--- config.mk ---
export PLATFORM = sky130hd
export DESIGN_NAME = mmu_top
export DESIGN_NICKNAME = d
export VERILOG_FILES = /design/src/hdl/mmu_pkg.sv /design/src/hdl/walk_if.sv /design/src/hdl/tlb.sv /design/src/hdl/walk_arbiter.sv /design/src/hdl/page_walker.sv /design/src/hdl/mmu_top.sv
export SDC_FILE = /design/constraint.sdc
export NUM_CORES = 2
export LEC_CHECK = 0
export ABC_CLOCK_PERIOD_IN_PS = 8400
export CAP_MARGIN = 15
export CORE_UTILIZATION = 35
export CTS_BUF_LIST = sky130_fd_sc_hd__clkbuf_4 sky130_fd_sc_hd__clkbuf_8 sky130_fd_sc_hd__clkbuf_16
export CTS_CLUSTER_SIZE = 12
export DETAILED_ROUTE_END_ITERATION = 10
export DONT_BUFFER_PORTS = 1
export GPL_TIMING_DRIVEN = 0
export SYNTH_ARGS = -nofsm -noshare
export SYNTH_HDL_FRONTEND = slang
export SYNTH_MEMORY_MAX_BITS = 65536
export SYNTH_SLANG_ARGS = --single-unit
--- constraint.sdc ---
create_clock -name CLK -period 8.4 [get_ports CLK]
set_input_delay 0.42 -clock CLK [delete_from_list [all_inputs] [get_ports CLK]]
set_output_delay 0.42 -clock CLK [all_outputs]
set_load 0.01 [all_outputs]
--- src/hdl/mmu_pkg.sv ---
`default_nettype none

package mmu_pkg;

    // address split
    localparam int PAGE_OFFSET_BITS = 12;
    localparam int VPN_BITS         = 8;
    localparam int VPN_LEVEL_BITS   = 4;   // vpn1 and vpn0
    localparam int PPN_BITS         = 8;
    localparam int ASID_BITS        = 4;
    localparam int VADDR_BITS       = VPN_BITS + PAGE_OFFSET_BITS;
    localparam int PADDR_BITS       = PPN_BITS + PAGE_OFFSET_BITS;

    // tlb geometry, direct mapped
    localparam int TLB_ENTRIES    = 8;
    localparam int TLB_INDEX_BITS = $clog2(TLB_ENTRIES);
    localparam int TLB_TAG_BITS   = VPN_BITS - TLB_INDEX_BITS;

    // page table ram, 16-word tables back to back
    localparam int PT_WORDS     = 256;
    localparam int PT_ADDR_BITS = $clog2(PT_WORDS);

    // pte layout: {ppn, D, A, G, U, X, W, R, V}
    localparam int PTE_PERM_BITS = 8;
    localparam int PTE_BITS      = PPN_BITS + PTE_PERM_BITS;
    localparam int PTE_PPN_LSB   = PTE_PERM_BITS;
    localparam int PTE_V         = 0;
    localparam int PTE_R         = 1;
    localparam int PTE_W         = 2;
    localparam int PTE_X         = 3;
    localparam int PTE_U         = 4;
    // G, A and D sit at bits 5..7 and are carried but never interpreted

    typedef logic [VADDR_BITS-1:0]     vaddr_t;
    typedef logic [PADDR_BITS-1:0]     paddr_t;
    typedef logic [VPN_BITS-1:0]       vpn_t;
    typedef logic [PPN_BITS-1:0]       ppn_t;
    typedef logic [ASID_BITS-1:0]      asid_t;
    typedef logic [PT_ADDR_BITS-1:0]   pt_addr_t;
    typedef logic [PTE_BITS-1:0]       pte_t;
    typedef logic [TLB_INDEX_BITS-1:0] tlb_idx_t;
    typedef logic [TLB_TAG_BITS-1:0]   tlb_tag_t;

    typedef enum logic [1:0] {
        FLUSH,      // clearing entries, also the reset state
        READY,
        WALK,       // waiting on the page walker
        RESPOND
    } tlb_state_t;

    typedef enum logic [1:0] {
        IDLE,
        LEVEL1,
        LEVEL0,
        DONE
    } walk_state_t;

endpackage

`default_nettype wire

--- src/hdl/walk_if.sv ---
`timescale 1ns/1ps
`default_nettype none

// one page walk: level request from a tlb, done pulse back from the walker
interface walk_if
    import mmu_pkg::*;
();

    logic                      req;     // held until done
    vpn_t                      vpn;
    logic [VPN_LEVEL_BITS-1:0] root;    // root table number
    pte_t                      pte;
    logic                      fault;
    logic                      done;    // single cycle

    modport requester (
        output req, vpn, root,
        input  pte, fault, done
    );

    modport walker (
        input  req, vpn, root,
        output pte, fault, done
    );

endinterface

`default_nettype wire

--- src/hdl/tlb.sv ---
`timescale 1ns/1ps
`default_nettype none

module tlb
    import mmu_pkg::*;
#(
    parameter bit FETCH_PORT = 1'b1     // 1 = instruction side, 0 = data side
) (
    input  logic                      CLK,
    input  logic                      nRST,
    input  logic                      req,
    input  vaddr_t                    vaddr,
    input  logic                      write,
    input  logic                      satp_mode,
    input  asid_t                     satp_asid,
    input  logic [VPN_LEVEL_BITS-1:0] satp_root,
    input  logic                      user_mode,
    input  logic                      flush,
    output logic                      done,
    output paddr_t                    paddr,
    output logic                      fault,
    output logic                      flush_done,
    walk_if.requester                 walk
);

    tlb_state_t state;
    tlb_idx_t   flush_idx;

    // entry storage
    logic       valid_arr [TLB_ENTRIES];
    asid_t      asid_arr  [TLB_ENTRIES];
    tlb_tag_t   tag_arr   [TLB_ENTRIES];
    pte_t       pte_arr   [TLB_ENTRIES];

    // request captured in READY
    vaddr_t     req_vaddr;
    logic       req_write;

    vpn_t       in_vpn;
    tlb_idx_t   in_idx;
    tlb_tag_t   in_tag;
    vpn_t       req_vpn;
    logic       hit;
    pte_t       hit_pte;
    logic       accept;
    paddr_t     lookup_paddr;
    logic       lookup_fault;
    paddr_t     walk_paddr;
    logic       walk_fault;
    logic       fill;

    // access rights for this port against a leaf pte
    function automatic logic perm_fault(input pte_t pte, input logic is_write,
                                        input logic umode);
        logic denied;
        if (FETCH_PORT)
            denied = !pte[PTE_X];
        else if (is_write)
            denied = !pte[PTE_W];
        else
            denied = !pte[PTE_R];
        if (umode && !pte[PTE_U])
            denied = 1'b1;      // supervisor-only page
        return denied;
    endfunction

    assign in_vpn  = vaddr[PAGE_OFFSET_BITS +: VPN_BITS];
    assign in_idx  = in_vpn[TLB_INDEX_BITS-1:0];
    assign in_tag  = in_vpn[VPN_BITS-1:TLB_INDEX_BITS];
    assign req_vpn = req_vaddr[PAGE_OFFSET_BITS +: VPN_BITS];

    assign hit_pte = pte_arr[in_idx];
    assign hit     = valid_arr[in_idx] && (tag_arr[in_idx] == in_tag)
                     && (asid_arr[in_idx] == satp_asid);

    // new request taken this cycle, flush wins over it
    assign accept = (state == READY) && req && !flush;

    always_comb begin
        if (!satp_mode) begin
            lookup_paddr = paddr_t'(vaddr);     // translation off
            lookup_fault = 1'b0;
        end else begin
            lookup_paddr = {hit_pte[PTE_PPN_LSB +: PPN_BITS], vaddr[PAGE_OFFSET_BITS-1:0]};
            lookup_fault = perm_fault(hit_pte, write, user_mode);
        end
    end

    assign walk_paddr = {walk.pte[PTE_PPN_LSB +: PPN_BITS], req_vaddr[PAGE_OFFSET_BITS-1:0]};
    assign walk_fault = walk.fault || perm_fault(walk.pte, req_write, user_mode);
    assign fill       = (state == WALK) && walk.done && !walk.fault;

    assign walk.req  = (state == WALK);
    assign walk.vpn  = req_vpn;
    assign walk.root = satp_root;

    assign flush_done = (state == FLUSH) && (flush_idx == tlb_idx_t'(TLB_ENTRIES - 1));

    always_ff @(posedge CLK, negedge nRST) begin
        if (!nRST) begin
            state     <= FLUSH;
            flush_idx <= '0;
            done      <= 1'b0;
        end else begin
            done <= 1'b0;
            case (state)
                FLUSH: begin
                    flush_idx <= flush_idx + 1'b1;  // wraps back to 0
                    if (flush_done)
                        state <= READY;
                end
                READY: begin
                    if (flush) begin
                        state <= FLUSH;
                    end else if (req) begin
                        if (!satp_mode || hit) begin
                            done  <= 1'b1;
                            state <= RESPOND;
                        end else begin
                            state <= WALK;
                        end
                    end
                end
                WALK: begin
                    if (walk.done) begin
                        done  <= 1'b1;
                        state <= RESPOND;
                    end
                end
                RESPOND: state <= READY;   // requester drops req now
                default: state <= FLUSH;
            endcase
        end
    end

    // request and response payload
    always_ff @(posedge CLK) begin
        if (accept) begin
            req_vaddr <= vaddr;
            req_write <= write;
            paddr     <= lookup_paddr;  // junk on a miss, replaced after the walk
            fault     <= lookup_fault;
        end
        if ((state == WALK) && walk.done) begin
            paddr <= walk_paddr;
            fault <= walk_fault;
        end
    end

    // entries, only successful walks are cached
    always_ff @(posedge CLK) begin
        if (state == FLUSH) begin
            valid_arr[flush_idx] <= 1'b0;
        end else if (fill) begin
            valid_arr[req_vpn[TLB_INDEX_BITS-1:0]] <= 1'b1;
            asid_arr[req_vpn[TLB_INDEX_BITS-1:0]]  <= satp_asid;
            tag_arr[req_vpn[TLB_INDEX_BITS-1:0]]   <= req_vpn[VPN_BITS-1:TLB_INDEX_BITS];
            pte_arr[req_vpn[TLB_INDEX_BITS-1:0]]   <= walk.pte;
        end
    end

endmodule

`default_nettype wire

--- src/hdl/walk_arbiter.sv ---
`timescale 1ns/1ps
`default_nettype none

module walk_arbiter
    import mmu_pkg::*;
(
    input  logic      CLK,
    input  logic      nRST,
    walk_if.walker    port_i,
    walk_if.walker    port_d,
    walk_if.requester walker
);

    logic grant_valid;  // a walk is in flight
    logic grant_d;      // owner of that walk, 1 = data side
    logic last_d;       // side served last
    logic pick_d;
    logic sel_d;

    // round robin when both ask, otherwise whoever asks
    always_comb begin
        if (port_i.req && port_d.req)
            pick_d = !last_d;
        else
            pick_d = port_d.req;
    end

    assign sel_d = grant_valid ? grant_d : pick_d;

    // forward request without a register stage
    assign walker.req  = sel_d ? port_d.req : port_i.req;
    assign walker.vpn  = sel_d ? port_d.vpn : port_i.vpn;
    assign walker.root = sel_d ? port_d.root : port_i.root;

    // response goes to the owner only
    assign port_i.done  = walker.done && !sel_d;
    assign port_i.fault = walker.fault && !sel_d;
    assign port_i.pte   = sel_d ? pte_t'(0) : walker.pte;
    assign port_d.done  = walker.done && sel_d;
    assign port_d.fault = walker.fault && sel_d;
    assign port_d.pte   = sel_d ? walker.pte : pte_t'(0);

    always_ff @(posedge CLK, negedge nRST) begin
        if (!nRST) begin
            grant_valid <= 1'b0;
            grant_d     <= 1'b0;
            last_d      <= 1'b1;    // instruction side first
        end else begin
            if (!grant_valid && walker.req) begin
                grant_valid <= 1'b1;
                grant_d     <= pick_d;
            end
            if (walker.done) begin
                grant_valid <= 1'b0;
                last_d      <= grant_d;
            end
        end
    end

endmodule

`default_nettype wire

--- src/hdl/page_walker.sv ---
`timescale 1ns/1ps
`default_nettype none

module page_walker
    import mmu_pkg::*;
(
    input  logic     CLK,
    input  logic     nRST,
    walk_if.walker   walk,
    input  logic     pt_we,
    input  pt_addr_t pt_addr,
    input  pte_t     pt_wdata
);

    walk_state_t state;

    pte_t pt_mem [PT_WORDS];    // all page tables

    logic [VPN_LEVEL_BITS-1:0] vpn1;
    logic [VPN_LEVEL_BITS-1:0] vpn0;
    logic [VPN_LEVEL_BITS-1:0] next_tbl;    // level 0 table from the pointer
    pt_addr_t                  rd_addr;
    pte_t                      rd_pte;
    logic                      rd_pointer;
    pte_t                      pte_q;
    logic                      fault_q;

    assign vpn1 = walk.vpn[VPN_BITS-1 -: VPN_LEVEL_BITS];
    assign vpn0 = walk.vpn[VPN_LEVEL_BITS-1:0];

    // table k starts at word k*16, so the word index is just {table, vpn field}
    assign rd_addr = (state == LEVEL0) ? {next_tbl, vpn0} : {walk.root, vpn1};
    assign rd_pte  = pt_mem[rd_addr];

    // V set with R, W and X clear points to the next level
    assign rd_pointer = rd_pte[PTE_V] && !(rd_pte[PTE_R] || rd_pte[PTE_W] || rd_pte[PTE_X]);

    assign walk.done  = (state == DONE);
    assign walk.pte   = pte_q;
    assign walk.fault = fault_q;

    // load port
    always_ff @(posedge CLK) begin
        if (pt_we)
            pt_mem[pt_addr] <= pt_wdata;
    end

    always_ff @(posedge CLK, negedge nRST) begin
        if (!nRST) begin
            state <= IDLE;
        end else begin
            case (state)
                IDLE: begin
                    if (walk.req)
                        state <= LEVEL1;
                end
                LEVEL1: begin
                    if (rd_pointer)
                        state <= LEVEL0;
                    else
                        state <= DONE;  // invalid or superpage leaf
                end
                LEVEL0:  state <= DONE;
                DONE:    state <= IDLE;
                default: state <= IDLE;
            endcase
        end
    end

    // walk result
    always_ff @(posedge CLK) begin
        case (state)
            LEVEL1: begin
                next_tbl <= rd_pte[PTE_PPN_LSB +: VPN_LEVEL_BITS];
                pte_q    <= rd_pte;
                fault_q  <= !rd_pointer;    // no leaf allowed at level 1
            end
            LEVEL0: begin
                pte_q   <= rd_pte;
                fault_q <= !rd_pte[PTE_V] || rd_pointer;
            end
            default: begin
                pte_q   <= pte_q;
                fault_q <= fault_q;
            end
        endcase
    end

endmodule

`default_nettype wire

--- src/hdl/mmu_top.sv ---
`timescale 1ns/1ps
`default_nettype none

module mmu_top
    import mmu_pkg::*;
(
    input  logic                      CLK,
    input  logic                      nRST,
    // instruction port
    input  logic                      i_req,
    input  vaddr_t                    i_vaddr,
    output logic                      i_done,
    output paddr_t                    i_paddr,
    output logic                      i_fault,
    // data port
    input  logic                      d_req,
    input  vaddr_t                    d_vaddr,
    input  logic                      d_write,
    output logic                      d_done,
    output paddr_t                    d_paddr,
    output logic                      d_fault,
    // shared control
    input  logic                      satp_mode,
    input  asid_t                     satp_asid,
    input  logic [VPN_LEVEL_BITS-1:0] satp_root,
    input  logic                      user_mode,
    input  logic                      flush,
    output logic                      flush_done,
    // page table load
    input  logic                      pt_we,
    input  pt_addr_t                  pt_addr,
    input  pte_t                      pt_wdata
);

    logic itlb_flush_done;
    logic dtlb_flush_done;

    walk_if itlb_walk ();
    walk_if dtlb_walk ();
    walk_if pw_walk ();

    tlb #(.FETCH_PORT(1'b1)) itlb (
        .CLK        (CLK),
        .nRST       (nRST),
        .req        (i_req),
        .vaddr      (i_vaddr),
        .write      (1'b0),     // fetches never write
        .satp_mode  (satp_mode),
        .satp_asid  (satp_asid),
        .satp_root  (satp_root),
        .user_mode  (user_mode),
        .flush      (flush),
        .done       (i_done),
        .paddr      (i_paddr),
        .fault      (i_fault),
        .flush_done (itlb_flush_done),
        .walk       (itlb_walk.requester)
    );

    tlb #(.FETCH_PORT(1'b0)) dtlb (
        .CLK        (CLK),
        .nRST       (nRST),
        .req        (d_req),
        .vaddr      (d_vaddr),
        .write      (d_write),
        .satp_mode  (satp_mode),
        .satp_asid  (satp_asid),
        .satp_root  (satp_root),
        .user_mode  (user_mode),
        .flush      (flush),
        .done       (d_done),
        .paddr      (d_paddr),
        .fault      (d_fault),
        .flush_done (dtlb_flush_done),
        .walk       (dtlb_walk.requester)
    );

    walk_arbiter arbiter (
        .CLK    (CLK),
        .nRST   (nRST),
        .port_i (itlb_walk.walker),
        .port_d (dtlb_walk.walker),
        .walker (pw_walk.requester)
    );

    page_walker walker (
        .CLK      (CLK),
        .nRST     (nRST),
        .walk     (pw_walk.walker),
        .pt_we    (pt_we),
        .pt_addr  (pt_addr),
        .pt_wdata (pt_wdata)
    );

    // both flushes start together so the pulses line up
    assign flush_done = itlb_flush_done & dtlb_flush_done;

endmodule

`default_nettype wire

After elaboration in Yosys (flattened, before gate mapping)
Memory sizes are Yosys's and may differ from the RTL's. Index checks and enable logic that the tools add are counted.

Flip-flop bits (word level): 121. Memory bits (writable): 4512. Bits of input ports: 81. Output and inout bits: 45. Logic and storage cells: 189. Memories kept: 9.

Memories: walker.pt_mem (words 256, width 16, read ports 1, clocked after memory_dff 0, write ports 1, line page_walker.sv:17) `pte_t pt_mem [PT_WORDS];`; dtlb.pte_arr (words 8, width 16, read ports 1, clocked after memory_dff 0, write ports 1, line tlb.sv:33) `pte_t pte_arr [TLB_ENTRIES];`; itlb.pte_arr (words 8, width 16, read ports 1, clocked after memory_dff 0, write ports 1, line tlb.sv:33); dtlb.tag_arr (words 8, width 5, read ports 1, clocked after memory_dff 0, write ports 1, line tlb.sv:32) `tlb_tag_t tag_arr [TLB_ENTRIES];`; itlb.tag_arr (words 8, width 5, read ports 1, clocked after memory_dff 0, write ports 1, line tlb.sv:32); dtlb.asid_arr (words 8, width 4, read ports 1, clocked after memory_dff 0, write ports 1, line tlb.sv:31) `asid_t asid_arr [TLB_ENTRIES];`; 3 more memories.

Add/subtract/negate cells: 2. Equal/unequal tests: 22. Mux-type cells: 71. Bitwise operators: 1. Reductions and logical operators: 64.

Operator list (count): $mux W20 (6); $mux W1 (44); $mux W16 (2); $logic_and A1 B1 Y1 (25); $pmux W2 S4 (3); $logic_not A1 Y1 (20); $mux W2 (9); $mux W8 (2); $eq A2 B2 Y1 const B (6); $eq A5 B5 Y1 (2); $ne A2 B2 Y1 const B (5); $eq A4 B4 Y1 (2); $reduce_bool A2 Y1 (4); $logic_or A1 B1 Y1 (7); $add A3 B1 Y3 const B (2); $eq A2 B1 Y1 const B (3); $eq A3 B3 Y1 const B (2); $logic_not A2 Y1 (3); $mux W3 (2); $ne A3 B3 Y1 const B (2); $pmux W1 S2 (3); $reduce_and A3 Y1 (2); $reduce_or A1 Y1 (2); $reduce_or A2 Y1 (1); $and A1 B1 Y1 (1).

Logic depth before layout (Yosys ltp)
Depth in word-level cells: 13. Mapped depth: 19. Mapped depth without buffers: 13.

Hierarchy
Synthesis repeated with hierarchy kept, for this count alone.

Cells, all modules: 8980. Area, all modules: 177171.2 sq um.

By module, submodules not included: page_walker (times used 1, cells each 7947, area each 159545.5 sq um, sequential area each 123678.6 sq um); tlb at dtlb (times used 1, cells each 489, area each 8703.3 sq um, sequential area each 6456.2 sq um); tlb at itlb (times used 1, cells each 474, area each 8298.0 sq um, sequential area each 6185.9 sq um); walk_arbiter (times used 1, cells each 68, area each 614.3 sq um, sequential area each 76.3 sq um); mmu_top (times used 1, cells each 2, area each 10.0 sq um, sequential area each 0.0 sq um).

Worst setup path before layout
Ideal clock, no wire load.

Path kind: flip-flop to flip-flop. Start point: reg itlb.state[0]. End point: mem dtlb.asid_arr[2][0] (netlist name), enable pin. Library setup time: 0.448 ns. Arrival: 4.160 ns. Required time: 7.952 ns. Setup slack: 3.792 ns. Cell stages (with the launch flop): 10. Period minus slack after synthesis: 4.608 ns. Cell sequence: dfrtp_1 > inv_1 > ha_1 > and3_1 > o31ai_1 > nand3_1 > or3_1 > clkbuf_1 > clkbuf_1 > nor4_1.

Word-level cells in the longest chain between the ends: 10.

Ends and longest elaborated chain: start, declared (line tlb.sv:26) `tlb_state_t state;`; start signal, assigned (line tlb.sv:101) `state <= FLUSH;`; start signal, assigned (line tlb.sv:110) `state <= READY;`; start signal, assigned (line tlb.sv:114) `state <= FLUSH;`; $eq A2 B2 Y1 (*) (line tlb.sv:93) `assign walk.req = (state == WALK);`; $logic_and A1 B1 Y1 (*) (line walk_arbiter.sv:22) `if (port_i.req && port_d.req)`; $mux W1 (*) (line walk_arbiter.sv:22); $mux W1 (*) (line walk_arbiter.sv:28) `assign sel_d = grant_valid ? grant_d : pick_d;`; $logic_and A1 B1 Y1 (on tied branches) (line walk_arbiter.sv:39, walk_arbiter.sv:40); $logic_and A1 B1 Y1 / $logic_not A1 Y1 (equally long branches) (line tlb.sv:91) `assign fill = (state == WALK) && walk.done && !walk.fault;`; $logic_and A1 B1 Y1 (*) (line tlb.sv:91); $mux W1 (*) (line tlb.sv:154) `end else if (fill) begin`; $mux W1 (*) (line tlb.sv:152) `if (state == FLUSH) begin`; $mux W1 (implied by the code) (*) (line tlb.sv:156) `asid_arr[req_vpn[TLB_INDEX_BITS-1:0]] <= satp_asid;`; end, declared (line tlb.sv:31).

Every way passes the cells marked *; elsewhere a longest branch is shown, timed or not.

Final worst setup path
Start point: reg walker.state[0]. End point: reg walker.pte_q[14], in the netlist walker.walk.pte[14], data pin.

Word-level cells in the longest chain between the ends: 3.

Ends and longest elaborated chain: start, declared (line page_walker.sv:15) `walk_state_t state;`; start signal, assigned (line page_walker.sv:50) `state <= IDLE;`; start signal, assigned (line page_walker.sv:55) `state <= LEVEL1;`; start signal, assigned (line page_walker.sv:59) `state <= LEVEL0;`; $eq A2 B2 Y1 (line page_walker.sv:32) `assign rd_addr = (state == LEVEL0) ? {next_tbl, vpn0} : {walk.root, vpn1};`; $mux W8 (line page_walker.sv:32); $mem_v2 Z256 W16; net walker.rd_pte[14] (line page_walker.sv:23) `pte_t rd_pte;`; end signal, assigned (line page_walker.sv:75) `pte_q <= rd_pte;`; end signal, assigned (line page_walker.sv:79) `pte_q <= rd_pte;`; end signal, assigned (line page_walker.sv:83) `pte_q <= pte_q;`; end, declared (line page_walker.sv:25) `pte_t pte_q;`.

The timed path passes the listed nets, and every way through them passes these cells. A chain may end at the register's enable or synchronous reset.

==> flow_summary.toml <==
[setup_path]
timing.critical_path.slowest_stage_cell = "sky130_fd_sc_hd__a211oi_1"
cp.arrival_ns = 9.64
timing.critical_path.from_type = "flip-flop"
crit_chain = "inv_1 -> ha_1 -> clkbuf_1 -> clkbuf_2 -> mux2i_1 -> clkbuf_1 -> clkbuf_2 -> clkbuf_2 -> clkbuf_1 -> clkdlybuf4s15_1 -> nand2_1 -> nand3_1 -> a31oi_1 -> a211oi_1 -> o31a_1"
number_of_buffers_and_inverters_on_the_critical_path = 8
worst_r2r_path_depth = 15
critical_path.max_fanout = 11
kind_of_capture_point_of_the_worst_setup_path = "flip-flop"
worst-path-stages = 15
crit_path_max_incr_delay_ns = 1.17
critPathKind = "flip-flop to flip-flop"
largest_delay_share_family_worst_path = "buffers and inverters"
critPathRequiredTime_ns = 9.17

[layout]
fin_cells = 14000
syn_to_final_growth_pct = 18.0
multi_input_area_um2 = 32700
final_net_count = 8346
final_layout_size_suffix_gt1_share_pct = 28.2
area_of_all_sequential_standard_cells_um2 = 113000
postLayoutCoreUtil_pct = 41.6
filler_cell_count = 36400

[clock_network]
htreeDepth = 5
clk_latency_ns = 1.06
post_cts.repair.setup_buffers = 0
clock_sinks = 3773
path_clk_slew_ns = 0.06
clk_path_buf_depth = 4
cts-root-buf = "sky130_fd_sc_hd__clkbuf_16"
number_of_buffers_added_by_the_clock_tree_synthesis_step = 390
tritoncts = "yes"

[timing]
hold_slack_ns = 0.0191
finalWorstSetupSlack_ns = -0.472
report.final.hold_viol_count = 0
post-route-min-period_ns = 8.87
timing.final.crit_share_pct = 106
relSlewSlack_pct = -5.33
fmax_mhz = 113
fin_skew_ns = 0.127
final-max-slew-violation-count = 308
timing_worst_slew_pin_value_ns = 1.58
finalSetupViolCount = 11
rsz0062_at_grt = "false"

[synthesis]
syn-cell-area_um2 = 147000
synth.yosys.seq_area_share_pct = 77.0
synthDistinctLibCells = 68
synth_top_flop_cell = "sky130_fd_sc_hd__edfxtp_1"
mappedNetlistNets = 7529
syn_area_per_cell_um2 = 19.8
ys_async_rst_share_pct = 0.451
synth_cells = 7433
synth_edf_count = 3756
synth.ff_latch_count = 3773
yosys_warnings = 0

[die]
placeableCoreArea_um2 = 418000
design.portCount = 126
dieArea_um2 = 423000
initial_utilization_pct = 35.2
fp.dieH_um = 650
die_width_um = 650
row_count = 237

[detailed_routing]
detail_route.iter0.violations = 14500
drc_errors = 0
dr_total_vias = 84300
drtAntennaViolNets = 0
detail_route.first_pass.iterations = 7
viasPerCell = 6.01
post_drt_wl_per_cell_um = 40.8
drt-total-wl_um = 573000

[outcome]
failed_checks = "slew limit, setup timing"
status = "finished, violations left"

[grt]
grt_overflow = 0
maximum_number_of_pins_on_one_net_before_global_route_repair = 257
antenna_found_initial = 63
vias_in_the_first_global_route = 81100
grt_pass1_wl_um = 749000
gr-usage-all-layers_pct = 26.5

[place]
detailed_place_hpwl_um = 396000
routability_congestion_estimate_from_global_placement = 1.05
buffer_ports.inserted = 0
pre_cts_slack_ns = -0.819
numPlacedInstances = 13300

[pwr]
p_leak_uw = 0.0549
powerDensity_nw_per_um2 = 333
irDropWorstVdd_uv = 256

[min_path]
min_path_type = "input port to flip-flop"
holdPathStages = 1

[job]
drv.max_cap_violation_count = 0
report_power, final:
group / internal (uW) / total, uW / leakage [uW] / switching [uW]
logic: 5730 / 19800 / 0.0149 / 14000
registers: 21100 / 21300 / 0.0340 / 187
clock network: 9290 / 16700 / 0.00600 / 7400
cell type report:
type / count / area share, %
flip-flops and latches: 3773 / 65.2
multi-input cells: 3180 / 18.9
clock buffers: 507 / 6.16
well taps: 5497 / 3.96
repair buffers: 426 / 3.56
plain buffers: 439 / 1.30
clock inverters: 143 / 0.767
inverters: 40 / 0.0865
diodes: 36 / 0.0519
cells in the mapped netlist (16+ instances only):
library cell / n / area (um2)
sky130_fd_sc_hd__dfrtp_1: 16 / 400
sky130_fd_sc_hd__a211oi_1: 29 / 218
sky130_fd_sc_hd__a21oi_1: 50 / 250
sky130_fd_sc_hd__nand3_1: 283 / 1420
sky130_fd_sc_hd__buf_1: 71 / 267
sky130_fd_sc_hd__inv_1: 39 / 146
sky130_fd_sc_hd__and3_1: 75 / 469
sky130_fd_sc_hd__nand2_1: 889 / 3340
sky130_fd_sc_hd__a31oi_1: 46 / 288
sky130_fd_sc_hd__nor2_1: 332 / 1250
sky130_fd_sc_hd__a221oi_1: 22 / 193
sky130_fd_sc_hd__nor4_1: 16 / 100
sky130_fd_sc_hd__and2_1: 23 / 144
sky130_fd_sc_hd__buf_4: 33 / 248
sky130_fd_sc_hd__buf_6: 35 / 394
sky130_fd_sc_hd__xor2_1: 18 / 158
sky130_fd_sc_hd__mux2i_1: 123 / 1230
sky130_fd_sc_hd__buf_2: 119 / 596
sky130_fd_sc_hd__nand4_1: 28 / 175
sky130_fd_sc_hd__mux4_2: 848 / 19100
sky130_fd_sc_hd__mux2_2: 26 / 293
sky130_fd_sc_hd__clkbuf_1: 182 / 683
sky130_fd_sc_hd__nor3_1: 18 / 90.1
sky130_fd_sc_hd__a311oi_1: 115 / 1010
sky130_fd_sc_hd__edfxtp_1: 3756 / 113000
sky130_fd_sc_hd__a22oi_1: 33 / 248
sky130_fd_sc_hd__o21ai_0: 49 / 245
final timing paths:
check	start	end	slack, ns
hold / removal	pt_wdata[0]	walker.pt_mem[241][0]	0.02
setup / recovery	walker.state[0]	walker.walk.pte[14]	-0.47
hold reg to reg	dtlb.req_vaddr[5]	dtlb.paddr[5]	0.51
max in group asynchronous	nRST	walker.state[1]	7.24
setup reg to reg	walker.state[0]	walker.walk.pte[14]	-0.47
min in group asynchronous	nRST	itlb.flush_idx[1]	0.60
through the flow:
stage	instance area, um2	power [uW]	setup TNS, ns
global route	173000	58200	0
detailed placement	160000	40100	-5.91
floorplan	147000	30000	0
finish	174000	57700	-3.13
global placement	154000	39100	-42.29
CTS	173000	56900	0
registers in the layout, summed over array words and instances, names as in the netlist, 32 cells and up:
signal,count
dtlb.asid_arr,32
dtlb.pte_arr,88
dtlb.tag_arr,40
itlb.asid_arr,32
itlb.pte_arr,80
itlb.tag_arr,40
walker.pt_mem,3328
cell usage in the layout, fill, tap and decap left out, types with 22 or more instances in the layout:
cell                            netlist  layout
sky130_fd_sc_hd__buf_6               35      75
sky130_fd_sc_hd__o21ai_0             49      49
sky130_fd_sc_hd__diode_2              0      36
sky130_fd_sc_hd__buf_4               33     111
sky130_fd_sc_hd__nor2_1             332      97
sky130_fd_sc_hd__a311oi_1           115      64
sky130_fd_sc_hd__clkbuf_2             0      48
sky130_fd_sc_hd__mux2i_1            123     123
sky130_fd_sc_hd__a221oi_1            22      22
sky130_fd_sc_hd__buf_2              119     128
sky130_fd_sc_hd__clkinv_2             0      34
sky130_fd_sc_hd__clkinv_1             0      64
sky130_fd_sc_hd__a211oi_1            29      24
sky130_fd_sc_hd__clkbuf_4             0     112
sky130_fd_sc_hd__nand4_1             28      28
sky130_fd_sc_hd__buf_8                0     178
sky130_fd_sc_hd__mux4_2             848     848
sky130_fd_sc_hd__and2_1              23      23
sky130_fd_sc_hd__nand3_1            283     283
sky130_fd_sc_hd__a22oi_1             33      33
sky130_fd_sc_hd__buf_16               0      62
sky130_fd_sc_hd__a21oi_1             50      50
sky130_fd_sc_hd__nand2_1            889     889
sky130_fd_sc_hd__dlygate4sd3_1        0      59
sky130_fd_sc_hd__clkbuf_16            0     391
sky130_fd_sc_hd__inv_1               39      39
sky130_fd_sc_hd__a311oi_2             0      38
sky130_fd_sc_hd__edfxtp_1          3756    3756
sky130_fd_sc_hd__clkbuf_1           182     133
sky130_fd_sc_hd__mux2_2              26      26
sky130_fd_sc_hd__and3_1              75      75
sky130_fd_sc_hd__a31oi_1             46      46
sky130_fd_sc_hd__nor2_2               2     233
sky130_fd_sc_hd__buf_1               71      62
routing by layer:
| layer | track usage (%) | part of all wire, % |
|---|---|---|
| met3 | 9.91 | 13 |
| met2 | 38.8 | 43 |
| met5 | 0.475 | 0.081 |
| met4 | 17.1 | 7.8 |
| met1 | 33.1 | 36 |
cells by family (layout without fill, tap and decap cells):
group / after synthesis / in the layout / synth area share, %
multiplexers: 997 / 997 / 14.0
AND/OR/NAND/NOR: 1704 / 1704 / 4.93
other: 0 / 36 / 0
AO/OA/AOI/OAI: 442 / 442 / 2.22
flip-flops: 3773 / 3773 / 77.0
buffers and inverters: 480 / 1555 / 1.59
adder cells (fa/ha/maj): 15 / 15 / 0.128
XOR/XNOR: 22 / 22 / 0.131
timing repair:
item                        CTS  global route
pin swaps                     0             0
hold buffers                 70             2
resized for setup             6             3
setup endpoints to repair    11             5
hold endpoints to repair   3506            36
(Power assumes the default switching activity.)
